==> src/aluDefs_defs.svh <==
`ifndef ALUDEFS_DEFS_SVH
`define ALUDEFS_DEFS_SVH

// ==============================
// datapath sizes
// ==============================

// operand and result width of the execute stage
`define ALU_W 32

// width of the immediate shift amount field
`define SA_W 5

// ==============================
// multi-cycle engine timing
// ==============================

// one quotient bit is resolved per divider iteration
`define DIV_STEPS 32

// cycles from the start pulse to the multiply done pulse
`define MUL_CYCLES 4

`endif

==> src/aluPkg.sv <==
`default_nettype none

`include "aluDefs_defs.svh"

package aluPkg;

    // ==============================
    // opcodes
    // ==============================
    typedef enum logic [4:0] {
        opAdd, opAddu, opSub, opSubu,
        opAnd, opOr, opNor, opXor,
        opSlt, opSltu,
        opSll, opSrl, opSra, opSllv, opSrlv, opSrav,
        opLui, opClz, opClo,
        opMult, opMultu, opDiv, opDivu,
        opMfhi, opMflo, opMthi, opMtlo
    } aluOp_e;

    // one issued operation as latched by the dispatcher
    typedef struct packed {
        aluOp_e            op;
        logic [`ALU_W-1:0] srcA;
        logic [`ALU_W-1:0] srcB;
        logic [`SA_W-1:0]  sa;
    } aluReq_t;

    // visible result of the unit, hi and lo are the architectural HI/LO pair
    typedef struct packed {
        logic [`ALU_W-1:0] value;
        logic              overflow;
        logic [`ALU_W-1:0] hi;
        logic [`ALU_W-1:0] lo;
    } aluRes_t;

    // ops that are handed to the multiply/divide engine
    function automatic logic isMulDiv(input aluOp_e op);
        return op inside {opMult, opMultu, opDiv, opDivu};
    endfunction

endpackage

`default_nettype wire

==> src/aluReqIf.sv <==
`timescale 1ns/1ns
`default_nettype none

`include "aluDefs_defs.svh"

interface aluReqIf;

    aluPkg::aluReq_t   req;
    logic              startMd;

    logic [`ALU_W-1:0] aluValue;
    logic              aluOvf;

    logic [`ALU_W-1:0] mdHi;
    logic [`ALU_W-1:0] mdLo;
    logic              mdDone;

    // the dispatcher owns the request and collects both results
    modport dispatch (
        output req, startMd,
        input  aluValue, aluOvf, mdHi, mdLo, mdDone
    );

    modport alu (input req, output aluValue, aluOvf);

    modport md (input req, startMd, output mdHi, mdLo, mdDone);

endinterface

`default_nettype wire

==> src/intAlu.sv <==
`timescale 1ns/1ns
`default_nettype none

`include "aluDefs_defs.svh"

module intAlu (
    aluReqIf.alu bus
);

    localparam int W = `ALU_W;

    logic [W-1:0] a;
    logic [W-1:0] b;
    logic [W:0]   wide;
    logic [W-1:0] value;
    logic         ovf;

    // number of leading bits equal to bitVal, 0 up to W
    function automatic logic [W-1:0] leadCount(input logic [W-1:0] v, input logic bitVal);
        logic [W-1:0] n;
        logic         stop;
        n = '0;
        stop = 1'b0;
        for (int i = W - 1; i >= 0; i--) begin
            if (!stop && (v[i] == bitVal)) begin
                n = n + 1'b1;
            end else begin
                stop = 1'b1;
            end
        end
        return n;
    endfunction

    assign a = bus.req.srcA;
    assign b = bus.req.srcB;

    always_comb begin
        value = '0;
        ovf = 1'b0;
        wide = '0;
        case (bus.req.op)
            // signed forms widen by one bit so the carry out exposes overflow
            aluPkg::opAdd: begin
                wide = {a[W-1], a} + {b[W-1], b};
                value = wide[W-1:0];
                ovf = wide[W] ^ wide[W-1];
            end
            aluPkg::opSub: begin
                wide = {a[W-1], a} - {b[W-1], b};
                value = wide[W-1:0];
                ovf = wide[W] ^ wide[W-1];
            end
            aluPkg::opAddu: value = a + b;
            aluPkg::opSubu: value = a - b;

            aluPkg::opAnd:  value = a & b;
            aluPkg::opOr:   value = a | b;
            aluPkg::opNor:  value = ~(a | b);
            aluPkg::opXor:  value = a ^ b;

            aluPkg::opSlt:  value = {{(W-1){1'b0}}, $signed(a) < $signed(b)};
            aluPkg::opSltu: value = {{(W-1){1'b0}}, a < b};

            // shifts always move srcB, the amount comes from sa or from srcA
            aluPkg::opSll:  value = b << bus.req.sa;
            aluPkg::opSrl:  value = b >> bus.req.sa;
            aluPkg::opSra:  value = $signed(b) >>> bus.req.sa;
            aluPkg::opSllv: value = b << a[`SA_W-1:0];
            aluPkg::opSrlv: value = b >> a[`SA_W-1:0];
            aluPkg::opSrav: value = $signed(b) >>> a[`SA_W-1:0];

            aluPkg::opLui:  value = {b[W/2-1:0], {(W/2){1'b0}}};
            aluPkg::opClz:  value = leadCount(a, 1'b0);
            aluPkg::opClo:  value = leadCount(a, 1'b1);

            // mul/div and HI/LO moves are resolved by the result merge
            default:        value = '0;
        endcase

        // a real signed overflow leaves value with the sign opposite to srcA
        assert (!ovf || ((value[W-1] != a[W-1]) &&
                         (((bus.req.op == aluPkg::opAdd) && (a[W-1] == b[W-1])) ||
                          ((bus.req.op == aluPkg::opSub) && (a[W-1] != b[W-1])))))
            else $error("overflow raised without a signed overflow for op %0d", bus.req.op);
    end

    assign bus.aluValue = value;
    assign bus.aluOvf = ovf;

endmodule

`default_nettype wire

==> src/mulDivEngine.sv <==
`timescale 1ns/1ns
`default_nettype none

`include "aluDefs_defs.svh"

module mulDivEngine (
    input wire   clk,
    input wire   rst_i,
    aluReqIf.md  bus
);

    localparam int W = `ALU_W;
    localparam int CHUNK = `ALU_W / `MUL_CYCLES;
    localparam int CNT_W = $clog2(`DIV_STEPS + 2);

    logic             busy;
    logic [CNT_W-1:0] cnt;
    logic             lastStep;

    logic             isDiv;
    logic             negRes;
    logic             negRem;
    logic             divZero;

    logic [2*W-1:0]   mcand;
    logic [2*W-1:0]   mulAcc;
    logic [2*W-1:0]   mulAccNext;
    logic [W-1:0]     mplier;

    logic [W-1:0]     rem;
    logic [W-1:0]     quo;
    logic [W-1:0]     dvsr;
    logic [W:0]       remShift;
    logic [W:0]       diff;

    logic             signedOp;
    logic             startDiv;
    logic             signA;
    logic             signB;
    logic [W-1:0]     magA;
    logic [W-1:0]     magB;

    // ==============================
    // operand preparation
    // ==============================
    // both units work on magnitudes and fix the signs in their last step
    assign signedOp = bus.req.op inside {aluPkg::opMult, aluPkg::opDiv};
    assign startDiv = bus.req.op inside {aluPkg::opDiv, aluPkg::opDivu};
    assign signA = signedOp & bus.req.srcA[W-1];
    assign signB = signedOp & bus.req.srcB[W-1];
    assign magA = signA ? -bus.req.srcA : bus.req.srcA;
    assign magB = signB ? -bus.req.srcB : bus.req.srcB;

    assign lastStep = (cnt == CNT_W'(1));

    // CHUNK multiplier bits are retired per cycle
    always_comb begin
        mulAccNext = mulAcc;
        for (int j = 0; j < CHUNK; j++) begin
            if (mplier[j]) begin
                mulAccNext = mulAccNext + (mcand << j);
            end
        end
    end

    // restoring step, the trial subtraction decides the next quotient bit
    assign remShift = {rem, quo[W-1]};
    assign diff = remShift - {1'b0, dvsr};

    // ==============================
    // sequencing
    // ==============================
    always_ff @(posedge clk) begin
        if (rst_i) begin
            busy <= 1'b0;
            cnt <= '0;
            bus.mdDone <= 1'b0;
        end else begin
            bus.mdDone <= 1'b0;
            if (bus.startMd) begin
                busy <= 1'b1;
                cnt <= startDiv ? CNT_W'(`DIV_STEPS + 1) : CNT_W'(`MUL_CYCLES);
            end else if (busy) begin
                cnt <= cnt - 1'b1;
                if (lastStep) begin
                    busy <= 1'b0;
                    bus.mdDone <= 1'b1;
                end
            end
        end
    end

    always_ff @(posedge clk) begin
        if (bus.startMd) begin
            isDiv <= startDiv;
            negRes <= signA ^ signB;
            negRem <= signA;
            divZero <= (bus.req.srcB == '0);
            mcand <= {{W{1'b0}}, magA};
            mplier <= magB;
            mulAcc <= '0;
            rem <= '0;
            quo <= magA;
            dvsr <= magB;
        end else if (busy && !isDiv) begin
            mulAcc <= mulAccNext;
            mcand <= mcand << CHUNK;
            mplier <= mplier >> CHUNK;
            if (lastStep) begin
                {bus.mdHi, bus.mdLo} <= negRes ? -mulAccNext : mulAccNext;
            end
        end else if (busy && isDiv) begin
            if (!lastStep) begin
                if (!diff[W]) begin
                    rem <= diff[W-1:0];
                    quo <= {quo[W-2:0], 1'b1};
                end else begin
                    rem <= remShift[W-1:0];
                    quo <= {quo[W-2:0], 1'b0};
                end
            end else begin
                // the remainder follows the dividend, a zero divisor keeps it as is
                bus.mdLo <= divZero ? '1 : (negRes ? -quo : quo);
                bus.mdHi <= negRem ? -rem : rem;
            end
        end
    end

    // the dispatcher must wait for mdDone before issuing again
    assert property (@(posedge clk) disable iff (rst_i) bus.startMd |-> !busy)
        else $error("startMd while the mul/div engine is busy");

endmodule

`default_nettype wire

==> src/resultMerge.sv <==
`timescale 1ns/1ns
`default_nettype none

`include "aluDefs_defs.svh"

module resultMerge (
    input  wire                  clk,
    input  wire                  rst_i,
    input  wire                  req_i,
    input  wire aluPkg::aluOp_e  op_i,
    input  wire [`ALU_W-1:0]     srcA_i,
    input  wire [`ALU_W-1:0]     srcB_i,
    input  wire [`SA_W-1:0]      sa_i,
    output logic                 ack_o,
    output logic [`ALU_W-1:0]    result_o,
    output logic                 overflow_o,
    output logic [`ALU_W-1:0]    hi_o,
    output logic [`ALU_W-1:0]    lo_o,
    aluReqIf.dispatch            bus
);

    typedef enum logic [1:0] {
        stIdle,
        stBusy,
        stAck
    } state_e;

    state_e            state;
    aluPkg::aluRes_t   res;
    logic [`ALU_W-1:0] selValue;
    logic              opDone;

    // ==============================
    // request latch
    // ==============================
    always_ff @(posedge clk) begin
        if ((state == stIdle) && req_i) begin
            bus.req <= '{op: op_i, srcA: srcA_i, srcB: srcB_i, sa: sa_i};
        end
    end

    // single-cycle ops finish one cycle after accept, mul/div wait for the engine
    assign opDone = !aluPkg::isMulDiv(bus.req.op) || bus.mdDone;

    always_comb begin
        case (bus.req.op)
            aluPkg::opMfhi: selValue = res.hi;
            aluPkg::opMflo: selValue = res.lo;
            aluPkg::opMthi,
            aluPkg::opMtlo: selValue = bus.req.srcA;
            default:        selValue = bus.aluValue;
        endcase
    end

    // ==============================
    // handshake FSM and HI/LO
    // ==============================
    always_ff @(posedge clk) begin
        if (rst_i) begin
            state <= stIdle;
            bus.startMd <= 1'b0;
            res <= '0;
        end else begin
            bus.startMd <= 1'b0;
            case (state)
                stIdle: begin
                    if (req_i) begin
                        bus.startMd <= aluPkg::isMulDiv(op_i);
                        // moves into HI/LO take effect on the accept edge
                        if (op_i == aluPkg::opMthi) begin
                            res.hi <= srcA_i;
                        end
                        if (op_i == aluPkg::opMtlo) begin
                            res.lo <= srcA_i;
                        end
                        state <= stBusy;
                    end
                end
                stBusy: begin
                    if (opDone) begin
                        res.value <= selValue;
                        res.overflow <= bus.aluOvf;
                        if (bus.mdDone) begin
                            res.hi <= bus.mdHi;
                            res.lo <= bus.mdLo;
                        end
                        state <= stAck;
                    end
                end
                stAck: begin
                    // a held req only keeps ack up, nothing new is started
                    if (!req_i) begin
                        state <= stIdle;
                    end
                end
                default: state <= stIdle;
            endcase
        end
    end

    assign ack_o = (state == stAck);
    assign result_o = res.value;
    assign overflow_o = res.overflow;
    assign hi_o = res.hi;
    assign lo_o = res.lo;

    assert property (@(posedge clk) disable iff (rst_i) $rose(ack_o) |-> $past(req_i))
        else $error("ack_o raised without a pending request");

endmodule

`default_nettype wire

==> src/execUnit.sv <==
`timescale 1ns/1ns
`default_nettype none

`include "aluDefs_defs.svh"

module execUnit (
    input  wire                  clk,
    input  wire                  rst_i,
    input  wire                  req_i,
    input  wire aluPkg::aluOp_e  op_i,
    input  wire [`ALU_W-1:0]     srcA_i,
    input  wire [`ALU_W-1:0]     srcB_i,
    input  wire [`SA_W-1:0]      sa_i,
    output logic                 ack_o,
    output logic [`ALU_W-1:0]    result_o,
    output logic                 overflow_o,
    output logic [`ALU_W-1:0]    hi_o,
    output logic [`ALU_W-1:0]    lo_o
);

    // shared by the dispatcher and both execution parts
    aluReqIf reqBus ();

    intAlu i_intAlu (
        .bus (reqBus.alu)
    );

    mulDivEngine i_mulDivEngine (
        .clk   (clk),
        .rst_i (rst_i),
        .bus   (reqBus.md)
    );

    resultMerge i_resultMerge (
        .clk        (clk),
        .rst_i      (rst_i),
        .req_i      (req_i),
        .op_i       (op_i),
        .srcA_i     (srcA_i),
        .srcB_i     (srcB_i),
        .sa_i       (sa_i),
        .ack_o      (ack_o),
        .result_o   (result_o),
        .overflow_o (overflow_o),
        .hi_o       (hi_o),
        .lo_o       (lo_o),
        .bus        (reqBus.dispatch)
    );

endmodule

`default_nettype wire

==> config.mk <==
export PLATFORM = sky130hd
export DESIGN_NAME = execUnit
export DESIGN_NICKNAME = d
export VERILOG_FILES = /design/src/aluPkg.sv /design/src/aluReqIf.sv /design/src/intAlu.sv /design/src/mulDivEngine.sv /design/src/resultMerge.sv /design/src/execUnit.sv
export VERILOG_INCLUDE_DIRS = /design/src
export SDC_FILE = /design/constraint.sdc
export NUM_CORES = 2
export LEC_CHECK = 0
export BUFFER_PORTS_ARGS = -buffer_cell sky130_fd_sc_hd__buf_2
export CORE_MARGIN = 2
export CORE_UTILIZATION = 41
export CTS_BUF_LIST = sky130_fd_sc_hd__clkbuf_2 sky130_fd_sc_hd__clkbuf_4 sky130_fd_sc_hd__clkbuf_8
export DETAILED_ROUTE_END_ITERATION = 7
export PLACE_DENSITY = 0.55
export SYNTH_ARGS = -nofsm -noshare
export SYNTH_HDL_FRONTEND = slang
export SYNTH_SLANG_ARGS = --single-unit
==> constraint.sdc <==
create_clock -name clk -period 25.2 [get_ports clk]
set_input_delay 5.04 -clock clk [delete_from_list [all_inputs] [get_ports clk]]
set_output_delay 5.04 -clock clk [all_outputs]
set_load 0.03 [all_outputs]
==> metrics.md <==
| Metric | Value |
|---|---|
| Status | `finished, violations left` |
| Failing checks | `DRC, capacitance limit` |
| Sw frac | `0.5517` |
| Worst Clk Skew | `0.08411 ns` |
| Asr flop ratio synth | `0` |
| Main combinational cell family by area after synthesis | `compound AO/OA/AOI/OAI gates` |
| Pre-antenna DRT Iters | `8` |
| H-tree Lvls | `3` |
| Worst endpoint required time | `25.75 ns` |
| Starting DRT DRC Count | `7691` |
| Slowest CP cell | `a211oi_1` |
| CTS Buffer Depth | `3` |
| Share of post-route cells with drive strength above 1 | `0.08794` |
| Post-DR wirelength/cell | `29.65 µm` |
| PortBufs | `174` |
| Grt total ovfl | `0` |
| Post-synthesis mux area share | `0.05708` |
| Worst slew pin tran | `1.484 ns` |
| TritonCTS clock tree | `yes` |
| Min-delay worst type | `flop to flop` |
| Flops & latches, synth | `506` |
| Hold Buf Count CTS | `0` |
| Sw power | `5256 µW` |
| Remaining antenna violation count | `0` |
| Most common cell on crit path | `a21oi_1` |
| Commonest non-fill, non-tap cell in the layout | `nand2_1` |
| Post_cts resized | `0` |
| GRT Overall Usage | `0.3871` |
| Comb pwr share | `0.784` |
| Vias per inst | `6.422` |
| Pwr Total | `9526 µW` |
| Fill count | `19289` |
| Fmax | `43.47 MHz` |
| Max-Cap Viols | `1` |
| Cells after Synth | `10485` |
| Clk sink count | `506` |
| Peak fanout along the critical path | `11` |
| Die X | `438.0 µm` |
| Clock share of power | `0.102` |
| Xor and xnor area share after synthesis | `0.1044` |
| Leakage | `0.03534 µW` |
| DRC errors left | `4` |
| Later-pin clock latency in the skew report | `0.90 ns` |
| Vias | `83690` |
| Fin. Hold Viols | `0` |
| Tcrit/Tclk final | `0.9128` |
| DP HPWL | `308800 µm` |
| Post-CTS Setup Bufs | `0` |
| Seq pwr share | `0.114` |
| Final WL | `386400 µm` |
| Syn Area/Cell | `7.365 µm²` |
| Synth Cell Area | `77220 µm²` |
| Startpoint Class | `flop` |
| Initial antenna violation count | `19` |
| First-pass GRT wire length | `552500 µm` |
| CP max stage delay | `0.75 ns` |
| EDFF count, synth | `270` |
| RSZ-0062 raised after global routing | `no` |
| Setup Viol. Count Final | `0` |
| Compound-gate portion of the synthesized area | `0.2955` |
| Syn. warnings | `0` |
| Power per cell area | `114.3 nW/µm²` |
| Vias in the first global route | `79816` |
| Post-Synth Adder-Cell Area | `0.1171` |
| Critical Path AT | `23.55 ns` |
| P&R area growth vs syn | `7.951%` |
| Std-Cell Rows | `159` |
| Root buffer cell | `clkbuf_8` |
| Register area share after synthesis | `0.1662` |
| Total die area | `191800 µm²` |
| Synthesized Nets | `11275` |
| Num CTS Buffers | `95` |
| Die Y | `438.0 µm` |
| Crit end category | `flop` |
| Reg clk slew, reported paths | `0.07 ns` |
| Leading cell types in the layout, fill and taps excluded | `nand2_1, nor2_1, a21oi_1` |
| I/O pin count | `175` |
| Worst rel slew slack | `0.008268` |
| Fin crit period | `23.00 ns` |
| Commonest register cell after synthesis | `edfxtp_1` |
| Worst Setup Path Type | `flop to flop` |
| Peak supply drop | `0.0001446 V` |
| Largest net degree at the start of global routing | `92` |
| Core box area | `187400 µm²` |
| Pins Over Slew Limit | `0` |
| Total internal power | `4270 µW` |
| Setup TNS | `0 ns` |
| Initial Util | `0.4120` |
| RePlAce Congestion | `1.035` |
| Simple-gate share of the synthesized area | `0.2098` |
| Netlist cell types | `114` |
| Post-layout net count | `11237` |
==> synth_stat cells, types with 36 or more instances <==
cell	instances	area, µm²
a211oi_1	237	1779
a21boi_0	70	525.5
a21o_1	319	2395
a21oi_1	997	4990
a221o_1	50	500.5
a221oi_1	70	613.1
a22oi_1	79	593.1
a31oi_1	125	782.0
and2_1	120	750.7
and3_1	116	725.7
buf_1	56	210.2
clkbuf_1	469	1760
dfxtp_1	236	4725
edfxtp_1	270	8108
ha_1	701	8771
inv_1	445	1670
mux2_2	158	1779
mux2i_1	242	2422
nand2_1	1100	4129
nand2b_1	106	663.1
nand3_1	239	1196
nand4_1	113	706.9
nor2_1	1037	3892
nor2b_1	135	844.6
nor3_1	220	1101
o211ai_1	88	660.6
o21a_1	152	1141
o21ai_0	654	3273
o21bai_1	95	713.2
o22ai_1	36	225.2
o31ai_1	112	840.8
or2_2	42	262.8
or3_1	61	381.6
xnor2_1	550	4817
xor2_1	262	2295
==> routing by layer <==
| layer | share of wire | global-route usage | vias up | wire [µm] |
|---|---|---|---|---|
| li1 | - | - | 38470 | - |
| met2 | 0.46 | 0.6467 | 3749 | 177800 |
| met3 | 0.067 | 0.05328 | 988 | 26070 |
| met5 | 0.00025 | 0 | - | 98 |
| met1 | 0.39 | 0.4625 | 40469 | 151900 |
| met4 | 0.079 | 0.2589 | 14 | 30460 |
==> area by class of cell <==
type / count / area [µm²] / share of cell area
Inverter: 462 / 1734 / 0.02080
Clock buffer: 120 / 1558 / 0.01869
Sequential cell: 506 / 12840 / 0.1540
Multi-Input combinational cell: 8966 / 60750 / 0.7288
Timing Repair Buffer: 416 / 2725 / 0.03269
Tap cell: 2495 / 3122 / 0.03745
Antenna cell: 6 / 15.01 / 0.0001801
Clock inverter: 60 / 619.3 / 0.007430
==> worst max-delay path: cells and delay by family, from the launching register on <==
family          cells  cell delay [ns]
compound gates     38            10.49
flops               1             0.66
simple gates       23             5.27
mux                 7             2.06
fa+ha+maj           8             2.97
buf+inv             4             0.36
xor+xnor            6             0.87
==> flip-flops by register name, indices dropped and copies added (netlist names), 6 cells and up <==
signal	cells
i_mulDivEngine.mulAcc	64
i_resultMerge.hi_o	32
i_mulDivEngine.dvsr	32
i_mulDivEngine.quo	32
i_mulDivEngine.mcand	64
i_mulDivEngine.cnt	6
i_resultMerge.result_o	32
i_mulDivEngine.bus.mdLo	32
i_mulDivEngine.bus.mdHi	32
i_mulDivEngine.mplier	32
i_resultMerge.bus.req	74
i_resultMerge.lo_o	32
i_mulDivEngine.rem	32
==> path summary, 6_finish.rpt <==
| check | from | to | slack (ns) | cells past startpoint |
|---|---|---|---|---|
| setup reg to reg | i_mulDivEngine.mcand[1] | i_mulDivEngine.bus.mdHi[31] | 2.20 | 86 |
| setup / recovery | i_mulDivEngine.mcand[1] | i_mulDivEngine.bus.mdHi[31] | 2.20 | 86 |
| hold reg to reg | i_mulDivEngine.mcand[63] | i_mulDivEngine.mcand[63] | 0.47 | 2 |
| hold / removal | i_mulDivEngine.mcand[63] | i_mulDivEngine.mcand[63] | 0.47 | 2 |
==> power groups by stage <==
| stage | combinational, µW | clock (µW) | sequential [µW] |
|---|---|---|---|
| after floorplan | 5240 | 0 | 1060 |
| after global placement | 7250 | 0 | 1090 |
| after detailed placement | 7260 | 0 | 1090 |
| after CTS | 7300 | 987 | 1080 |
| after global routing | 8110 | 1010 | 1090 |
| final | 7470 | 971 | 1080 |
==> metrics by stage <==
step                      area (µm²)  setup WS (ns)  hold slack, ns  std cells    util
final                          83360          2.198          0.4742      13031  0.4448
after detailed placement       81170          2.786          0.4641      12845  0.4331
after global routing           83350          1.011          0.5071      13027  0.4448
after CTS                      83340          2.746          0.4741      13025  0.4447
after global placement         81160          3.063          0.4525      12844  0.4331
after floorplan                77220          6.616          0.4415      10485       -
==> kinds of logic after synthesis <==
group | after synthesis
AO/OA/AOI/OAI | 3500
AND/OR/NAND/NOR | 3483
buffers and inverters | 1013
XOR/XNOR | 857
adder cells (fa/ha/maj) | 716
flip-flops | 506
multiplexers | 410
No activity file was read; power rests on OpenSTA's default activity.
